### config.mk
export PLATFORM = sky130hd
export DESIGN_NAME = rename_core
export DESIGN_NICKNAME = d
export VERILOG_FILES = /design/src/verilog/core_types_pkg.sv /design/src/verilog/rename_if_pkg.sv /design/src/verilog/reg_status.sv /design/src/verilog/reorder_buffer.sv /design/src/verilog/dispatch_ctrl.sv /design/src/verilog/rename_core.sv
export VERILOG_INCLUDE_DIRS = /design/src /design/src/verilog
export SDC_FILE = /design/constraint.sdc
export NUM_CORES = 2
export LEC_CHECK = 0
export ABC_AREA = 1
export BUFFER_PORTS_ARGS = -buffer_cell sky130_fd_sc_hd__buf_4
export CAP_MARGIN = 40
export CORE_UTILIZATION = 40
export DETAILED_ROUTE_END_ITERATION = 7
export HOLD_SLACK_MARGIN = 0.02
export PLACE_DENSITY_LB_ADDON = 0.2
export SKIP_CTS_REPAIR_TIMING = 1
export SYNTH_ARGS = -nofsm -noshare
export SYNTH_HDL_FRONTEND = slang
export SYNTH_HIERARCHICAL = 1
export SYNTH_SLANG_ARGS = --single-unit
### constraint.sdc
create_clock -name clk -period 8.9 [get_ports clk]
set_input_delay 0.89 -clock clk [delete_from_list [all_inputs] [get_ports clk]]
set_output_delay 0.89 -clock clk [all_outputs]
set_load 0.005 [all_outputs]
### src/verilog/rename_consts.svh
`ifndef RENAME_CONSTS_SVH
`define RENAME_CONSTS_SVH

// architectural register file
`define RC_NUM_REGS   32
`define RC_REG_IDX_W  5

// datapath width
`define RC_DATA_W     32

// reorder buffer entries
`define RC_ROB_DEPTH  8

// tags run 1 to RC_ROB_DEPTH, 0 means no pending writer
`define RC_TAG_W      4

`endif

### src/verilog/core_types_pkg.sv
`default_nettype none

`include "rename_consts.svh"

package core_types_pkg;

    // data value
    typedef logic [`RC_DATA_W-1:0] word_t;

    // architectural register index, x0 reads zero
    typedef logic [`RC_REG_IDX_W-1:0] reg_idx_t;

    // reorder buffer tag, zero is no pending writer
    typedef logic [`RC_TAG_W-1:0] rob_tag_t;

endpackage

`default_nettype wire

### src/verilog/rename_if_pkg.sv
`default_nettype none

package rename_if_pkg;

    // instruction offered at dispatch
    typedef struct packed {
        core_types_pkg::reg_idx_t rs1;
        core_types_pkg::reg_idx_t rs2;
        core_types_pkg::reg_idx_t rd;
        logic                     has_rd;
    } issue_t;

    // value only meaningful when tag is zero
    typedef struct packed {
        core_types_pkg::rob_tag_t tag;
        core_types_pkg::word_t    value;
    } operand_t;

    typedef struct packed {
        operand_t                 src1;
        operand_t                 src2;
        core_types_pkg::rob_tag_t dest_tag;
    } dispatch_t;

    // rename request
    typedef struct packed {
        core_types_pkg::reg_idx_t rd;
        logic                     has_rd;
        core_types_pkg::rob_tag_t tag;
    } alloc_t;

    typedef struct packed {
        core_types_pkg::rob_tag_t tag;
        core_types_pkg::word_t    value;
        logic                     mispredict;
    } wb_t;

    typedef struct packed {
        core_types_pkg::reg_idx_t rd;
        logic                     has_rd;
        core_types_pkg::rob_tag_t tag;
        core_types_pkg::word_t    value;
        logic                     flush;
    } commit_t;

endpackage

`default_nettype wire

### src/verilog/reg_status.sv
`timescale 1ns/1ns
`default_nettype none

`include "rename_consts.svh"

module reg_status (
    input  logic                     clk,
    input  logic                     rst,

    // operand reads from dispatch
    input  core_types_pkg::reg_idx_t rs1,
    input  core_types_pkg::reg_idx_t rs2,
    output rename_if_pkg::operand_t  src1,
    output rename_if_pkg::operand_t  src2,

    // rename of the destination
    input  logic                     alloc_valid,
    input  rename_if_pkg::alloc_t    alloc,

    // in-order commit from the reorder buffer
    input  logic                     commit_valid,
    input  rename_if_pkg::commit_t   commit
);

    core_types_pkg::word_t    val_q  [`RC_NUM_REGS];
    core_types_pkg::rob_tag_t tag_q  [`RC_NUM_REGS];

    // table after flush and commit of this cycle
    core_types_pkg::word_t    val_rd [`RC_NUM_REGS];
    core_types_pkg::rob_tag_t tag_rd [`RC_NUM_REGS];

    // next tags, rename applied on top
    core_types_pkg::rob_tag_t tag_d  [`RC_NUM_REGS];

    logic flush;
    logic commit_wr;
    logic rename_wr;

    assign flush     = commit_valid && commit.flush;
    assign commit_wr = commit_valid && commit.has_rd && (commit.rd != '0);
    assign rename_wr = alloc_valid && alloc.has_rd && (alloc.rd != '0);

    always_comb begin
        for (int i = 0; i < `RC_NUM_REGS; i++) begin
            tag_rd[i] = flush ? '0 : tag_q[i];
            val_rd[i] = val_q[i];
        end
        if (commit_wr) begin
            val_rd[commit.rd] = commit.value;
            // only the newest writer clears the pending tag
            if (tag_rd[commit.rd] == commit.tag) begin
                tag_rd[commit.rd] = '0;
            end
        end
    end

    always_comb begin
        for (int i = 0; i < `RC_NUM_REGS; i++) begin
            tag_d[i] = tag_rd[i];
        end
        if (rename_wr) begin
            tag_d[alloc.rd] = alloc.tag;
        end
    end

    // the rename in this cycle belongs to the instruction being read,
    // so its sources see the table before its own destination
    assign src1 = '{tag: tag_rd[rs1], value: val_rd[rs1]};
    assign src2 = '{tag: tag_rd[rs2], value: val_rd[rs2]};

    always_ff @(posedge clk) begin
        if (rst) begin
            tag_q <= '{default: '0};
            val_q <= '{default: '0};
        end else begin
            tag_q <= tag_d;
            val_q <= val_rd;
        end
    end

    a_reg0_no_tag: assert property (
        @(posedge clk) disable iff (rst)
        tag_q[0] == '0
    );

endmodule

`default_nettype wire

### src/verilog/reorder_buffer.sv
`timescale 1ns/1ns
`default_nettype none

`include "rename_consts.svh"

module reorder_buffer (
    input  logic                     clk,
    input  logic                     rst,

    // allocation at the tail
    input  logic                     alloc_valid,
    input  rename_if_pkg::alloc_t    alloc,
    output logic                     alloc_ready,
    output core_types_pkg::rob_tag_t next_tag,

    // result writeback by tag
    input  logic                     wb_valid,
    input  rename_if_pkg::wb_t       wb,

    // one commit per cycle from the head
    output logic                     commit_valid,
    output rename_if_pkg::commit_t   commit
);

    localparam int DEPTH = `RC_ROB_DEPTH;
    localparam int PTR_W = $clog2(DEPTH);
    localparam int CNT_W = $clog2(DEPTH + 1);

    typedef logic [PTR_W-1:0] ptr_t;

    typedef struct packed {
        core_types_pkg::reg_idx_t rd;
        logic                     has_rd;
        core_types_pkg::word_t    value;
        logic                     mispredict;
    } entry_t;

    entry_t             ent [DEPTH];
    logic [DEPTH-1:0]   busy;
    logic [DEPTH-1:0]   done;
    ptr_t               head;
    ptr_t               tail;
    logic [CNT_W-1:0]   count;

    logic flush;
    logic alloc_fire;
    logic commit_fire;
    ptr_t wb_idx;

    function automatic ptr_t ptr_inc(input ptr_t p);
        ptr_inc = (p == ptr_t'(DEPTH - 1)) ? '0 : p + 1'b1;
    endfunction

    // flushing commit is on the output this cycle
    assign flush = commit_valid && commit.flush;

    assign alloc_ready = (count != CNT_W'(DEPTH)) && !flush;
    assign next_tag    = core_types_pkg::rob_tag_t'(tail) + 1'b1;
    assign alloc_fire  = alloc_valid && alloc_ready;
    assign commit_fire = busy[head] && done[head] && !flush;
    assign wb_idx      = ptr_t'(wb.tag - 1'b1);

    always_ff @(posedge clk) begin
        if (rst || flush) begin
            head         <= '0;
            tail         <= '0;
            count        <= '0;
            busy         <= '0;
            done         <= '0;
            commit_valid <= 1'b0;
        end else begin
            if (alloc_fire) begin
                busy[tail] <= 1'b1;
                done[tail] <= 1'b0;
                tail       <= ptr_inc(tail);
            end
            if (wb_valid) begin
                done[wb_idx] <= 1'b1;
            end
            if (commit_fire) begin
                busy[head] <= 1'b0;
                done[head] <= 1'b0;
                head       <= ptr_inc(head);
            end
            count        <= count + CNT_W'(alloc_fire) - CNT_W'(commit_fire);
            commit_valid <= commit_fire;
        end
    end

    // entry payload
    always_ff @(posedge clk) begin
        if (alloc_fire) begin
            ent[tail].rd     <= alloc.rd;
            ent[tail].has_rd <= alloc.has_rd;
        end
        if (wb_valid) begin
            ent[wb_idx].value      <= wb.value;
            ent[wb_idx].mispredict <= wb.mispredict;
        end
    end

    always_ff @(posedge clk) begin
        if (commit_fire) begin
            commit.rd     <= ent[head].rd;
            commit.has_rd <= ent[head].has_rd;
            commit.tag    <= core_types_pkg::rob_tag_t'(head) + 1'b1;
            commit.value  <= ent[head].value;
            commit.flush  <= ent[head].mispredict;
        end
    end

    a_no_alloc_full: assert property (
        @(posedge clk) disable iff (rst)
        alloc_valid |-> count != CNT_W'(DEPTH)
    );

    a_wb_live: assert property (
        @(posedge clk) disable iff (rst)
        wb_valid |-> busy[wb_idx] && !done[wb_idx]
    );

endmodule

`default_nettype wire

### src/verilog/dispatch_ctrl.sv
`timescale 1ns/1ns
`default_nettype none

module dispatch_ctrl (
    input  logic                     clk,
    input  logic                     rst,

    // external four-phase port
    input  logic                     dispatch_req,
    input  rename_if_pkg::issue_t    issue_in,
    output logic                     dispatch_ack,
    output rename_if_pkg::dispatch_t dispatch_out,

    // operand reads
    output core_types_pkg::reg_idx_t rs1,
    output core_types_pkg::reg_idx_t rs2,
    input  rename_if_pkg::operand_t  src1,
    input  rename_if_pkg::operand_t  src2,

    // allocation
    input  logic                     alloc_ready,
    input  core_types_pkg::rob_tag_t next_tag,
    output logic                     alloc_valid,
    output rename_if_pkg::alloc_t    alloc
);

    typedef enum logic [1:0] {
        st_idle,
        st_wait_ready,
        st_ack_high
    } state_t;

    state_t state;
    state_t state_d;
    logic   grant;

    assign grant = dispatch_req && alloc_ready && (state != st_ack_high);

    always_comb begin
        state_d = state;
        case (state)
            st_idle: begin
                if (dispatch_req) begin
                    state_d = alloc_ready ? st_ack_high : st_wait_ready;
                end
            end
            st_wait_ready: begin
                if (!dispatch_req) begin
                    state_d = st_idle;
                end else if (alloc_ready) begin
                    state_d = st_ack_high;
                end
            end
            st_ack_high: begin
                if (!dispatch_req) begin
                    state_d = st_idle;
                end
            end
            default: state_d = st_idle;
        endcase
    end

    always_ff @(posedge clk) begin
        if (rst) begin
            state <= st_idle;
        end else begin
            state <= state_d;
        end
    end

    assign dispatch_ack = (state == st_ack_high);

    // held stable while ack is high
    always_ff @(posedge clk) begin
        if (grant) begin
            dispatch_out <= '{src1: src1, src2: src2, dest_tag: next_tag};
        end
    end

    assign rs1 = issue_in.rs1;
    assign rs2 = issue_in.rs2;

    // x0 destination takes an entry but is not renamed
    assign alloc_valid  = grant;
    assign alloc.rd     = issue_in.rd;
    assign alloc.has_rd = issue_in.has_rd && (issue_in.rd != '0);
    assign alloc.tag    = next_tag;

    a_ack_after_req: assert property (
        @(posedge clk) disable iff (rst)
        $rose(dispatch_ack) |-> $past(dispatch_req)
    );

endmodule

`default_nettype wire

### src/verilog/rename_core.sv
`timescale 1ns/1ns
`default_nettype none

module rename_core (
    input  logic                     clk,
    input  logic                     rst,

    input  logic                     dispatch_req,
    input  rename_if_pkg::issue_t    issue_in,
    output logic                     dispatch_ack,
    output rename_if_pkg::dispatch_t dispatch_out,

    input  logic                     wb_valid,
    input  rename_if_pkg::wb_t       wb,

    output logic                     commit_valid,
    output rename_if_pkg::commit_t   commit
);

    core_types_pkg::reg_idx_t rs1;
    core_types_pkg::reg_idx_t rs2;
    rename_if_pkg::operand_t  src1;
    rename_if_pkg::operand_t  src2;
    logic                     alloc_valid;
    rename_if_pkg::alloc_t    alloc;
    logic                     alloc_ready;
    core_types_pkg::rob_tag_t next_tag;

    reg_status i_reg_status (
        .clk          (clk),
        .rst          (rst),
        .rs1          (rs1),
        .rs2          (rs2),
        .src1         (src1),
        .src2         (src2),
        .alloc_valid  (alloc_valid),
        .alloc        (alloc),
        .commit_valid (commit_valid),
        .commit       (commit)
    );

    reorder_buffer i_rob (
        .clk          (clk),
        .rst          (rst),
        .alloc_valid  (alloc_valid),
        .alloc        (alloc),
        .alloc_ready  (alloc_ready),
        .next_tag     (next_tag),
        .wb_valid     (wb_valid),
        .wb           (wb),
        .commit_valid (commit_valid),
        .commit       (commit)
    );

    dispatch_ctrl i_dispatch (
        .clk          (clk),
        .rst          (rst),
        .dispatch_req (dispatch_req),
        .issue_in     (issue_in),
        .dispatch_ack (dispatch_ack),
        .dispatch_out (dispatch_out),
        .rs1          (rs1),
        .rs2          (rs2),
        .src1         (src1),
        .src2         (src2),
        .alloc_ready  (alloc_ready),
        .next_tag     (next_tag),
        .alloc_valid  (alloc_valid),
        .alloc        (alloc)
    );

endmodule

`default_nettype wire

# Word-level counts from Yosys, hierarchy flattened
# Memories as Yosys holds them, arrays and structs flattened. A register that Yosys moved wholly into a read port is not among the register bits.
# Index checks and enable logic that the tools add are counted.
classes:
  add_sub_neg: 7
  magnitude_cmp: 12
  n_eq_ne: 10
  n_mux: 89
  n_bitwise: 13
  reduce_logical: 23
ops:
  columns: ["operator", "count"]
  rows:
  - ["$bwmux 1024", 1]
  - ["$mux 1024", 1]
  - ["$mux 128", 3]
  - ["$bmux 32 s5", 2]
  - ["$demux 32 s5", 1]
  - ["$mux 32", 5]
  - ["$mux 4", 40]
  - ["$and 128x128->128", 1]
  - ["$bwmux 128", 1]
  - ["$not 128->128", 1]
  - ["$mux 8", 8]
  - ["$bmux 4 s5", 3]
  - ["$demux 4 s5", 2]
  - ["$and 8x8->8", 3]
  - ["$ge 6x6->1 const B", 4]
  - ["$not 5->6", 4]
  - ["$logic_and 1x1->1", 17]
  - ["$not 8->8", 2]
  - ["$or 8x8->8", 2]
  - ["$lt 3x4->1 const B", 3]
  - ["$lt 6x1->1 const B", 2]
  - ["$mux 2", 5]
  - ["$reduce_bool 5->1", 2]
  - ["$demux 1 s3", 3]
  - ["21 further kinds", 38]
word_totals:
  reg_bits: 1261
  mem_bits_rw: 312
  input_bits: 57
  output_inout_bits: 121
  word_cells: 232
  memories: 1
mem_list:
  columns: ["memory", "depth", "word_bits", "rd", "rd_ports_with_merged_regs", "write_ports", "line", "source"]
  rows:
  - ["i_rob.ent", 8, 39, 1, 1, 2, "reorder_buffer.sv:38", "entry_t ent [DEPTH];"]

# Longest topological paths before layout
depth:
  word_depth: 13
  depth_mapped: 26
  ltp_nobuf: 22

# Hierarchy
# The synthesis kept the hierarchy.
modules_own_cells:
  columns: ["mod", "n_inst", "cells_each", "area_each_um2", "seq_area_each_um2"]
  rows:
  - ["reg_status", 1, 9223, 64580.7, 23062.1]
  - ["reorder_buffer", 1, 1004, 14283.7, 11200.7]
  - ["dispatch_ctrl", 1, 113, 2538.7, 2322.2]

# Worst setup path before layout
# OpenSTA, ideal clock, no wires.
synth_path:
  path_kind: "input to register"
  startpoint: "in dispatch_req"
  endpoint: "reg i_rob.count[2]"
  setup_ns: 0.116
  arrival_ns: 6.301
  required_time_ns: 8.784
  path_slack_ns: 2.484
  stages: 11
  path_buffers: 1
  path_cell_list: "nand2_1 -> nor2_1 -> nand3_1 -> buf_2 -> ha_1 -> inv_1 -> ha_1 -> inv_1 -> fa_1 -> xor2_1 -> nor2_1"
synth_via:
  elab_chain_len: 5
synth_lines:
  columns: ["element", "line", "source"]
  rows:
  - ["start: declaration", "rename_core.sv:8", "input logic dispatch_req,"]
  - ["$logic_and 1x1->1 (2 in a row)", "dispatch_ctrl.sv:37", "assign grant = dispatch_req && alloc_ready && (state != st_ack_high);"]
  - ["net alloc_valid", "rename_core.sv:24", "logic alloc_valid;"]
  - ["$logic_and 1x1->1", "reorder_buffer.sv:59", "assign alloc_fire = alloc_valid && alloc_ready;"]
  - ["$add 4x1->4", "reorder_buffer.sv:85", "count <= count + CNT_W'(alloc_fire) - CNT_W'(commit_fire);"]
  - ["$sub 4x1->4", "reorder_buffer.sv:85", null]
  - ["end signal: assignment", "reorder_buffer.sv:85", null]
  - ["end: declaration", "reorder_buffer.sv:43", "logic [CNT_W-1:0] count;"]
# The timed path passes the listed nets, and every way through them passes these cells.
# A chain may end at the register's enable or synchronous reset.

==> flow_summary.yaml <==
synthesis:
  synthesis.yosys.warnings: 6
  main_flop_type_after_synthesis: "sky130_fd_sc_hd__dfxtp_1"
  synthesis.area_sq_um: 81400
  syn_area_per_cell_sq_um: 7.87
  asyncSetResetFlopFracSynth_pct: 0
  synth.lib_cells_used.distinct: 47
  synth-seq-cells: 1612
  synth_edf_count: 431
  synth_instances: 10340
  postSynthNetCount: 10408
  synth_seq_area_share_pct: 44.9
clock_network:
  clkSinkCount: 1612
  cts_tree: "built"
  ctsHtreeMaxLevel: 4
  clock_insertion_delay_at_the_later_pin_of_the_skew_report_ns: 0.87
  clockBufferDepth: 3
  worst_setup_hold_path_clk_slew_ns: 0.06
  root_buffer: "sky130_fd_sc_hd__clkbuf_16"
  cts_inserted_buffers: 178
timing:
  fmax_mhz: 195
  timing.final.ws_setup_ns: 3.78
  slew_limit_headroom_pct: 21.6
  timing_hold_violations_final: 0
  worst-slew-pin-transition_ns: 1.18
  final-setup-viol-count: 0
  final-max-slew-violation-count: 0
  fin_tns_setup_ns: 0
  clock_skew_ns: 0.0355
  grt_setup_unrepaired: "no"
  min_period_over_period_pct: 57.6
  period_minus_slack_ns: 5.12
grt:
  global_route.usage.total_pct: 29.1
  grt_pass1_wl_um: 455000
  grt.overflow.total: 0
  grt_antenna_before_repair: 6
  grt_pass1_vias: 70786
  grt_max_degree: 212
critical_path:
  ff2ff_setup_slack_ns: 3.78
  worstReg2RegEnd: "i_dispatch/dispatch_out[73]"
  timing.critical_path.max_delay_family: "simple AND/OR/NAND/NOR gates"
  critPathMaxFanout: 27
  crit_path_frequent_cell: "sky130_fd_sc_hd__nand2_1"
  critical_path_buf_inv_count: 3
  r2r_start: "i_rob/commit[38]"
  kind_of_start_point_of_the_critical_path: "flip-flop"
  critPathLaunch: "i_rob/commit[38]"
  crit_cells: 22
  crit_slowest_cell: "sky130_fd_sc_hd__edfxtp_1"
  cp_endpoint_kind: "flip-flop"
  worst_setup_path_endpoint: "i_dispatch/dispatch_out[73]"
  setup.worst_path.class: "flip-flop to flip-flop"
  cpPeakStageDelay_ns: 0.85
  timing.critical_path.cells: "nand2_1 > inv_2 > nand2_1 > nand2_1 > inv_1 > nand2_1 > nand2_1 > nand2_1 > nor2_1 > nand3_1 > nand2_1 > nor2_4 > buf_16 > nand3b_1 > nand3_1 > nand3_1 > nand2_1 > nand2_1 > nand3_1 > nand2_1 > nand2_1 > nand2_1"
  timing.reg2reg.worst_path_depth: 22
  cp_arrival_ns: 5.69
  worst_ep_required_time_ns: 9.47
routing:
  detail_route.vias_per_cell: 5.91
  detail_route.wirelength_um: 310000
  postRouteAntennaNets: 0
  post_drt_wl_per_cell_um: 24.3
  route.vias.total: 75527
  post-route-drc-count: 0
  detail_route.first_pass.iterations: 8
  drt_iter0_drc: 9118
floorplan:
  design.die.area_sq_um: 205000
  placementRows: 165
  die_height_um: 453
  initial_utilization_pct: 40.3
  chipWidth_um: 453
  core_sq_um: 202000
  ios: 178
place:
  detailed_place.area_sq_um: 84500
  buffer_ports.inserted: 176
  preCtsSetupSlack_ns: 3.98
  dp.final_hpwl_um: 172000
  routabilityCongestion: 0.873
min_path:
  hold_path_startpoint: "wb[4]"
  worstHoldPathType: "input port to flip-flop"
run_status:
  status: "finished, final reports clean"
power:
  irDropWorstVdd_mv: 0.213
  comb_power_share_pct: 10.2
  power.switching_fraction_pct: 26.6
  power-per-cell-area_nw_per_um2: 188
  clock_power_share_pct: 43.8
  switching_power_mw: 4.51
  total_leakage_power_nw: 42.9
  total_power_mw: 17.0
  p_int_mw: 12.5
  pwr-share-seq_pct: 46.0
cells_and_area:
  synthToLayoutAreaGrowth_pct: 11.0
  layout-drive-gt1-share_pct: 7.29
  final_nets: 10017
  final_area_sq_um: 90400
job:
  max-cap-violations: 0
-- power by group through the flow --
stage                     clock network [mW]  logic (mW)  registers [mW]
after floorplan                            0       0.977            7.94
after global placement                     0        1.64            7.97
after detailed placement                   0        1.69            7.97
after CTS                               7.54        1.69            7.81
after global routing                    7.82        1.84            7.82
final                                   7.44        1.74            7.81
-- stage by stage --
step / hold slack [ns] / std cells / utilization, %
after global routing: 0.248 / 12768 / 44.7
final: 0.278 / 12771 / 44.7
after CTS: 0.231 / 12768 / 44.7
after detailed placement: 0.428 / 12441 / 41.8
after global placement: 0.424 / 12399 / 41.4
after floorplan: 0.416 / 10340 / -
-- synthesized netlist by cell type (10+ instances only) --
master	number	area, sq um
sky130_fd_sc_hd__a22o_1	11	96.3
sky130_fd_sc_hd__a22oi_1	56	420
sky130_fd_sc_hd__nand2_2	21	131
sky130_fd_sc_hd__nor2_1	1973	7410
sky130_fd_sc_hd__mux2i_1	1001	10000
sky130_fd_sc_hd__o21ai_0	852	4260
sky130_fd_sc_hd__a32oi_1	14	123
sky130_fd_sc_hd__nand2_1	1709	6410
sky130_fd_sc_hd__o21a_1	13	97.6
sky130_fd_sc_hd__inv_2	19	71.3
sky130_fd_sc_hd__ha_1	10	125
sky130_fd_sc_hd__nand3_1	941	4710
sky130_fd_sc_hd__dfxtp_1	1181	23600
sky130_fd_sc_hd__buf_4	97	728
sky130_fd_sc_hd__nand3b_1	20	150
sky130_fd_sc_hd__o22a_1	59	517
sky130_fd_sc_hd__nand4_1	42	263
sky130_fd_sc_hd__clkbuf_1	540	2030
sky130_fd_sc_hd__a21oi_1	172	861
sky130_fd_sc_hd__o211ai_1	125	938
sky130_fd_sc_hd__buf_2	96	480
sky130_fd_sc_hd__edfxtp_1	431	12900
sky130_fd_sc_hd__buf_1	195	732
sky130_fd_sc_hd__nand3_2	15	150
sky130_fd_sc_hd__o22ai_1	325	2030
sky130_fd_sc_hd__a31oi_1	56	350
sky130_fd_sc_hd__o21ai_1	63	315
sky130_fd_sc_hd__inv_1	255	957
-- sequential cells by signal, summed over array words and instances (netlist names) --
name	flops
i_rob/tail	3
i_rob/busy	8
i_dispatch/state	2
i_rob/ent	312
i_reg_status/tag_q	128
i_rob/done	8
i_rob/commit_valid	1
i_rob/count	4
i_rob/commit	43
i_rob/head	3
i_reg_status/val_q	1024
i_dispatch/dispatch_out	76
-- cells by family after synthesis --
| group | after synthesis | synth area share [%] |
|---|---|---|
| compound gates | 1748 | 12.3 |
| buf+inv | 1214 | 6.28 |
| xor+xnor | 2 | 0.0215 |
| simple gates | 4752 | 23.9 |
| fa+ha+maj | 11 | 0.178 |
| flops | 1612 | 44.9 |
| mux | 1001 | 12.3 |
-- cells in the final DEF (no fill, tap or decap), types with 125 or more instances in the layout --
cell type,instances
sky130_fd_sc_hd__o22ai_1,325
sky130_fd_sc_hd__a21oi_1,172
sky130_fd_sc_hd__nand2_1,1703
sky130_fd_sc_hd__o211ai_1,125
sky130_fd_sc_hd__inv_1,246
sky130_fd_sc_hd__nand3_1,936
sky130_fd_sc_hd__buf_4,313
sky130_fd_sc_hd__edfxtp_1,431
sky130_fd_sc_hd__nor2_1,1961
sky130_fd_sc_hd__mux2i_1,1001
sky130_fd_sc_hd__clkbuf_16,185
sky130_fd_sc_hd__dfxtp_1,1181
sky130_fd_sc_hd__o21ai_0,852
-- layout make-up --
type                            instances  area (sq um)
Fill cell                           19842        112000
Sequential cell                      1612         36600
Inverter                              277          1090
Timing Repair Buffer                  366          3530
Clock inverter                         67           636
Clock buffer                          260          5170
Multi-Input combinational cell       7514         40000
Antenna cell                            3          7.51
Tap cell                             2672          3340
-- metal layers --
metal	global-route usage, %	wire length (um)	vias to the layer above	part of all wire [%]
met4	12.8	13700	4	4.4
met1	39.0	130000	36328	42
met2	45.4	136000	4084	44
met3	5.74	30200	767	9.7
met5	0	26	-	0.0084
li1	-	-	34344	-
-- worst min path at each step --
stage | endpoint | slack [ns] | cells past startpoint
3_3_place_gp | i_reg_status/val_q[995] | 0.42 | 2
6_report | i_rob/ent[1][4] | 0.28 | 1
2_1_floorplan | i_reg_status/val_q[1000] | 0.42 | 2
3_5_place_dp | i_reg_status/val_q[1013] | 0.43 | 2
5_1_grt | i_rob/ent[1][4] | 0.25 | 1
4_1_cts | i_rob/ent[1][4] | 0.23 | 1
Note: power is estimated with default switching activity, not from simulation.
